## config.mk

```make
export PLATFORM = sky130hd
export DESIGN_NAME = datapath_core
export DESIGN_NICKNAME = d
export VERILOG_FILES = /design/src/rtl/dsp_pkg.sv /design/src/rtl/align_buffer.sv /design/src/rtl/datapath_core.sv /design/src/rtl/error_checker.sv /design/src/rtl/error_corrector.sv /design/src/rtl/ffe_slicer.sv /design/src/rtl/res_err_estimator.sv
export SDC_FILE = /design/constraint.sdc
export NUM_CORES = 2
export LEC_CHECK = 0
export CORE_MARGIN = 4
export CORE_UTILIZATION = 30
export CTS_CLUSTER_DIAMETER = 60
export DETAILED_ROUTE_END_ITERATION = 7
export DONT_BUFFER_PORTS = 1
export GPL_ROUTABILITY_DRIVEN = 0
export GPL_TIMING_DRIVEN = 0
export HOLD_SLACK_MARGIN = 0.15
export MAX_ROUTING_LAYER = met4
export SLEW_MARGIN = 15
export SYNTH_ARGS = -nofsm -noshare
export SYNTH_HDL_FRONTEND = slang
export SYNTH_HIERARCHICAL = 1
export SYNTH_SLANG_ARGS = --single-unit
```

## constraint.sdc

```tcl
create_clock -name clk_i -period 10.14 [get_ports clk_i]
set_input_delay 1.521 -clock clk_i [delete_from_list [all_inputs] [get_ports clk_i]]
set_output_delay 1.521 -clock clk_i [all_outputs]
set_load 0.02 [all_outputs]
```

## src/rtl/dsp_pkg.sv

```systemverilog
package dsp_pkg;

    // Lane and tap counts
    localparam int num_lanes = 4;
    localparam int ffe_taps  = 3;
    localparam int ffe_hist  = ffe_taps - 1;

    // Register stages per block
    localparam int s1_depth = 1;
    localparam int s2_depth = 1;
    localparam int s3_depth = 1;
    localparam int s4_depth = 1;

    // Delay needed to line earlier results up with the stage 4 output
    localparam int s2_align_depth = s4_depth + s3_depth;
    localparam int s3_align_depth = s4_depth;
    localparam int core_latency   = s1_depth + s2_depth + s3_depth + s4_depth;

    typedef logic signed [7:0]  code_t;
    typedef logic signed [5:0]  weight_t;
    typedef logic        [2:0]  shift_t;
    typedef logic signed [15:0] est_t;
    typedef logic signed [7:0]  chan_t;
    typedef logic signed [9:0]  err_t;
    typedef logic        [19:0] ener_t;

    // Signed cursor, cursor sum and flipped error, each wide enough to avoid overflow
    typedef logic signed [8:0]  scur_t;
    typedef logic signed [9:0]  pred_t;
    typedef logic signed [11:0] flip_t;

    typedef code_t [num_lanes-1:0] lane_codes_t;
    typedef est_t  [num_lanes-1:0] lane_est_t;
    typedef err_t  [num_lanes-1:0] lane_errs_t;
    typedef ener_t [num_lanes-1:0] lane_ener_t;

    typedef struct packed {
        weight_t [ffe_taps-1:0] weights;
        shift_t                 ffe_shift;
        chan_t                  h0;
        chan_t                  h1;
        shift_t                 chan_shift;
    } dsp_cfg_t;

    typedef struct packed {
        lane_est_t            est;
        logic [num_lanes-1:0] bits;
        lane_codes_t          codes;
    } s1_out_t;

    typedef struct packed {
        logic [num_lanes-1:0] bits;
        lane_errs_t           errs;
    } s2_out_t;

    typedef struct packed {
        logic [num_lanes-1:0] bits;
        lane_errs_t           errs;
        logic [num_lanes-1:0] flags;
        lane_ener_t           ener;
    } s3_out_t;

    typedef struct packed {
        logic [num_lanes-1:0] bits;
        lane_errs_t           errs;
    } s4_out_t;

    // +h for bit 1, -h for bit 0
    function automatic scur_t sym_mul(input logic b, input chan_t h);
        scur_t hx;
        hx = h;
        return b ? hx : -hx;
    endfunction

    // Residual error if the sliced bit were the other symbol
    function automatic flip_t flip_err(input err_t e, input logic b, input chan_t h0,
                                       input shift_t sh);
        chan_t h0_sh;
        h0_sh = h0 >>> sh;
        return e + 2 * sym_mul(b, h0_sh);
    endfunction

endpackage

```

## src/rtl/align_buffer.sv

```systemverilog
`timescale 1ns/10ps

module align_buffer #(
    parameter int width = 8,
    parameter int depth = 1
) (
    input  logic             clk_i,
    input  logic             rst_i,
    input  logic [width-1:0] data_i,
    output logic [width-1:0] data_o
);

    // Entry 0 is the newest
    logic [depth-1:0][width-1:0] pipe_q;

    always_ff @(posedge clk_i) begin
        if (rst_i) begin
            pipe_q <= '0;
        end else begin
            pipe_q[0] <= data_i;
            for (int i = 1; i < depth; i++) begin
                pipe_q[i] <= pipe_q[i-1];
            end
        end
    end

    assign data_o = pipe_q[depth-1];

endmodule

```

## src/rtl/datapath_core.sv

```systemverilog
`timescale 1ns/10ps

module datapath_core
    import dsp_pkg::*;
(
    input  logic                 clk_i,
    input  logic                 rst_i,
    input  lane_codes_t          adc_codes_i,
    input  dsp_cfg_t             cfg_i,
    output s4_out_t              s4_o,
    output s2_out_t              aligned_s2_o,
    output logic [num_lanes-1:0] aligned_s3_flags_o
);

    s1_out_t s1;
    s2_out_t s2;
    s3_out_t s3;

    // FFE and slicer
    ffe_slicer u_ffe_slicer (
        .clk_i   (clk_i),
        .rst_i   (rst_i),
        .codes_i (adc_codes_i),
        .cfg_i   (cfg_i),
        .s1_o    (s1)
    );

    // Residual error against the channel estimate
    res_err_estimator u_res_err_estimator (
        .clk_i (clk_i),
        .rst_i (rst_i),
        .s1_i  (s1),
        .cfg_i (cfg_i),
        .s2_o  (s2)
    );

    // Single-bit flip detection
    error_checker u_error_checker (
        .clk_i (clk_i),
        .rst_i (rst_i),
        .s2_i  (s2),
        .cfg_i (cfg_i),
        .s3_o  (s3)
    );

    error_corrector u_error_corrector (
        .clk_i (clk_i),
        .rst_i (rst_i),
        .s3_i  (s3),
        .cfg_i (cfg_i),
        .s4_o  (s4_o)
    );

    // Stage 2 bits and errors held back to meet the stage 4 output
    align_buffer #(
        .width ($bits(s2_out_t)),
        .depth (s2_align_depth)
    ) s2_align (
        .clk_i  (clk_i),
        .rst_i  (rst_i),
        .data_i (s2),
        .data_o (aligned_s2_o)
    );

    align_buffer #(
        .width (num_lanes),
        .depth (s3_align_depth)
    ) s3_align (
        .clk_i  (clk_i),
        .rst_i  (rst_i),
        .data_i (s3.flags),
        .data_o (aligned_s3_flags_o)
    );

endmodule

```

## src/rtl/error_checker.sv

```systemverilog
`timescale 1ns/10ps

module error_checker
    import dsp_pkg::*;
(
    input  logic     clk_i,
    input  logic     rst_i,
    input  s2_out_t  s2_i,
    input  dsp_cfg_t cfg_i,
    output s3_out_t  s3_o
);

    logic [num_lanes-1:0] flags_c;
    lane_ener_t           ener_c;

    always_comb begin : flip_test
        flip_t       flip;
        logic [23:0] flip_sq;
        ener_t       err_sq;
        for (int i = 0; i < num_lanes; i++) begin
            flip    = flip_err(s2_i.errs[i], s2_i.bits[i], cfg_i.h0, cfg_i.chan_shift);
            // Both squares fit, so the low bits of each product are exact
            flip_sq = flip * flip;
            err_sq  = s2_i.errs[i] * s2_i.errs[i];

            ener_c[i] = err_sq;
            // Strictly lower energy needed, ties keep the slicer decision
            flags_c[i] = flip_sq < {4'b0, err_sq};
        end
    end

    always_ff @(posedge clk_i) begin
        if (rst_i) begin
            s3_o <= '0;
        end else begin
            s3_o.bits  <= s2_i.bits;
            s3_o.errs  <= s2_i.errs;
            s3_o.flags <= flags_c;
            s3_o.ener  <= ener_c;
        end
    end

endmodule

```

## src/rtl/error_corrector.sv

```systemverilog
`timescale 1ns/10ps

module error_corrector
    import dsp_pkg::*;
(
    input  logic     clk_i,
    input  logic     rst_i,
    input  s3_out_t  s3_i,
    input  dsp_cfg_t cfg_i,
    output s4_out_t  s4_o
);

    logic [num_lanes-1:0] bits_c;
    lane_errs_t           errs_c;

    always_comb begin : correct
        flip_t flip;
        for (int i = 0; i < num_lanes; i++) begin
            // Same hypothesis error the checker compared against
            flip = flip_err(s3_i.errs[i], s3_i.bits[i], cfg_i.h0, cfg_i.chan_shift);
            bits_c[i] = s3_i.bits[i] ^ s3_i.flags[i];
            errs_c[i] = s3_i.flags[i] ? err_t'(flip) : s3_i.errs[i];
        end
    end

    always_ff @(posedge clk_i) begin
        if (rst_i) begin
            s4_o <= '0;
        end else begin
            s4_o.bits <= bits_c;
            s4_o.errs <= errs_c;
        end
    end

endmodule

```

## src/rtl/ffe_slicer.sv

```systemverilog
`timescale 1ns/10ps

module ffe_slicer
    import dsp_pkg::*;
(
    input  logic        clk_i,
    input  logic        rst_i,
    input  lane_codes_t codes_i,
    input  dsp_cfg_t    cfg_i,
    output s1_out_t     s1_o
);

    // Last lanes of the previous vector, oldest first
    code_t [ffe_hist-1:0] hist_q;

    // Sample window in serial order, history below the current lanes
    code_t [num_lanes+ffe_hist-1:0] win;

    lane_est_t            est_c;
    logic [num_lanes-1:0] bits_c;

    always_comb begin
        for (int j = 0; j < ffe_hist; j++) begin
            win[j] = hist_q[j];
        end
        for (int j = 0; j < num_lanes; j++) begin
            win[j+ffe_hist] = codes_i[j];
        end
    end

    always_comb begin : ffe_sum
        est_t acc;
        for (int i = 0; i < num_lanes; i++) begin
            acc = '0;
            // Tap k looks k samples back from lane i
            for (int k = 0; k < ffe_taps; k++) begin
                acc = acc + cfg_i.weights[k] * win[i+ffe_hist-k];
            end
            est_c[i]  = acc >>> cfg_i.ffe_shift;
            // Zero slices to bit 1
            bits_c[i] = ~est_c[i][$bits(est_t)-1];
        end
    end

    always_ff @(posedge clk_i) begin
        if (rst_i) begin
            hist_q <= '0;
            s1_o   <= '0;
        end else begin
            hist_q     <= codes_i[num_lanes-1 -: ffe_hist];
            s1_o.est   <= est_c;
            s1_o.bits  <= bits_c;
            s1_o.codes <= codes_i;
        end
    end

endmodule

```

## src/rtl/res_err_estimator.sv

```systemverilog
`timescale 1ns/10ps

module res_err_estimator
    import dsp_pkg::*;
(
    input  logic     clk_i,
    input  logic     rst_i,
    input  s1_out_t  s1_i,
    input  dsp_cfg_t cfg_i,
    output s2_out_t  s2_o
);

    // Last bit of the previous vector, predecessor of lane 0
    logic prev_bit_q;

    // Each lane's predecessor bit in serial order
    logic [num_lanes-1:0] pred_bits;

    lane_errs_t errs_c;

    assign pred_bits = {s1_i.bits[num_lanes-2:0], prev_bit_q};

    always_comb begin : residual
        pred_t               pred;
        logic signed [10:0]  diff;
        for (int i = 0; i < num_lanes; i++) begin
            // Expected code from main cursor and first post-cursor
            pred = sym_mul(s1_i.bits[i], cfg_i.h0) + sym_mul(pred_bits[i], cfg_i.h1);
            diff = s1_i.codes[i] - (pred >>> cfg_i.chan_shift);
            errs_c[i] = err_t'(diff);
        end
    end

    always_ff @(posedge clk_i) begin
        if (rst_i) begin
            prev_bit_q <= 1'b0;
            s2_o       <= '0;
        end else begin
            prev_bit_q <= s1_i.bits[num_lanes-1];
            s2_o.bits  <= s1_i.bits;
            s2_o.errs  <= errs_c;
        end
    end

endmodule
```

==> results.json <==
{
  "grt_pass1_vias": 59400,
  "core_area_um2": 241000,
  "wl_met2_mm": 103,
  "cts_root_buf": "clkbuf_16",
  "crit_arrival_ns": 10.49,
  "final_nets": 10600,
  "worst-path-buf-inv": 6,
  "critical_path_class": "in -> reg",
  "routed-wl-met3_mm": 18.2,
  "synthesis.area_um2": 72900,
  "die-area_um2": 251000,
  "clk_latency_ns": 0.66,
  "die_y_um": 501,
  "tightest_slew_ns": 1.18,
  "grt_pass1_wl_mm": 336,
  "overflow": 0,
  "cts.path.max_buffers": 3,
  "critPathTopFamily": "adder cells",
  "hp-class": "reg -> reg",
  "cts_made_buffers": 43,
  "grt_usage_pct": 17.6,
  "initialDrtViolationCount": 4391,
  "cp_common_cell": "fa_1",
  "cts_sinks": 264,
  "wirelength_mm": 215,
  "post_drt_wl_per_cell_um": 18.7,
  "clkSlewWorstSetupHoldPaths_ns": 0.06,
  "dp_hpwl_mm": 179,
  "viasPerCell": 4.84,
  "yosysWarningCount": 6,
  "first_pass_iters": 8,
  "cts_tree": "built",
  "die_width_um": 501,
  "finalHoldViolCount": 0,
  "crit_required_ns": 10.65,
  "cts_hold_buf": 0,
  "grt_start_max_net_pins": 23,
  "synthCells": 8138,
  "holdWs_ns": 0.431,
  "drive_above_1_share_pct": 7.07,
  "stdcell_area_um2": 80500,
  "start_util_pct": 30.2,
  "top_layer": "met4",
  "setup_violations": 0,
  "finalNonFillerCells": 11500,
  "grt_setup_unrepaired": "true",
  "status": "finished clean",
  "io_buffers": 0,
  "nFillCells": 24800,
  "dp_cells": 11300,
  "cpPeakStageDelay_ns": 0.57,
  "antenna_found_initial": 25,
  "io_pins": 166,
  "fin_crit_ns": 9.98,
  "finalSetupTns_ns": 0,
  "start_kind": "input port",
  "worst_path_max_delay_cell": "fa_1",
  "max-cap-violations": 0,
  "syn_avg_cell_area_um2": 8.96,
  "crit_path_end_kind": "flip-flop",
  "met1Wirelength_mm": 86.2,
  "drc_errors": 0,
  "placed_cell_area_um2": 76900,
  "final_antenna_net_count": 0,
  "critPathMaxFanout": 8,
  "slew_headroom_pct": 21.5,
  "fp-row-count": 180,
  "htree_levels": 2,
  "slew_violations": 0,
  "clock.fmax_ghz": 0.100,
  "syn-num-nets": 10400,
  "post-route-period-util_pct": 98.4,
  "area_growth_pct": 10.4,
  "skew_ns": 0.0508,
  "via_count": 55700
}
registers in the layout (all words and copies together), names as in the netlist:
signal	count
s2_align/data_o	44
s2_align/pipe_q	44
s3_align/data_o	4
u_error_checker/s3_o	48
u_error_corrector/s4_o	44
u_ffe_slicer/s1_o	36
u_res_err_estimator/prev_bit_q	1
u_res_err_estimator/s2_o	43
cells in the final DEF (no fill, tap or decap), types with 16 or more instances in the layout:
cell and count:
clkbuf_16 44, xnor2_1 210, nor3b_1 36, nor3_1 110, a21o_1 105, o21bai_1 17
and3_1 33, buf_4 147, a31oi_1 23, inv_1 1836, nor2b_1 216, buf_2 19
ha_1 815, fa_1 1366, o211ai_1 25, o21ai_1 27, o21a_1 60, clkbuf_1 221
nand3_1 58, nand2_1 501, xor2_1 148, mux2_2 27, mux2i_1 60, xnor2_2 27
inv_2 16, nand2b_1 101, o2111ai_1 16, and2_1 412, dfxtp_1 264, nor2_1 467
o21ai_0 111, ha_4 16, or2_2 20, buf_1 20, a21oi_1 203, a211oi_1 45
or3_1 35, a21oi_2 25
path summary, 6_finish.rpt:
kind / slack [ns] / from / cells past startpoint / end
min reg2reg: 0.43 / s2_align/pipe_q[31] / 1 / s2_align/data_o[31]
max: 0.16 / cfg_i[0] / 38 / u_error_checker/s3_o[83]
min: 0.43 / s2_align/pipe_q[31] / 1 / s2_align/data_o[31]
max reg2reg: 1.32 / u_res_err_estimator/s2_o[22] / 32 / u_error_checker/s3_o[82]
final cells by class:
| cell class | instances | area, um^2 | area share [%] |
|---|---|---|---|
| Sequential cell | 264 | 5290 | 6.57 |
| Tap cell | 3185 | 3990 | 4.95 |
| Timing Repair Buffer | 95 | 754 | 0.937 |
| Multi-Input combinational cell | 5669 | 60200 | 74.9 |
| Antenna cell | 14 | 35.0 | 0.0435 |
| Inverter | 1869 | 7050 | 8.76 |
| Clock inverter | 26 | 307 | 0.381 |
| Clock buffer | 53 | 1200 | 1.50 |
| Buffer | 335 | 1620 | 2.01 |
worst register-to-register path, delay by kind of cell (launching register included):
kind            cells  cell delay, ns
compound gates     11            1.88
flops               1            0.60
xor+xnor            1            0.15
fa+ha+maj           8            3.77
buf+inv             5            0.93
simple gates        7            1.39
repair_timing:
item                                    in CTS  in global routing
resized for setup                           82                231
endpoints found under the setup margin       4                  4
pin swaps                                   20                131
setup buffers                               17                 77
gates cloned                                 0                  1
layer usage:
layer	vias to the layer above	GRT usage (%)
li1	25200	-
met1	28100	21.8
met2	2000	28.9
met3	367	3.57
met4	0	5.59
met5	-	-
per-stage QoR:
step | util, % | setup slack, ns
CTS | 32.7 | -0.0213
detailed placement | 31.9 | -1.63
global placement | 31.9 | -1.62
global route | 33.4 | -0.125
finish | 33.4 | 0.160
floorplan | - | 0.0156
Power is not shown: default switching activity piles up to over one toggle a cycle in this logic, so the estimate is an artifact.
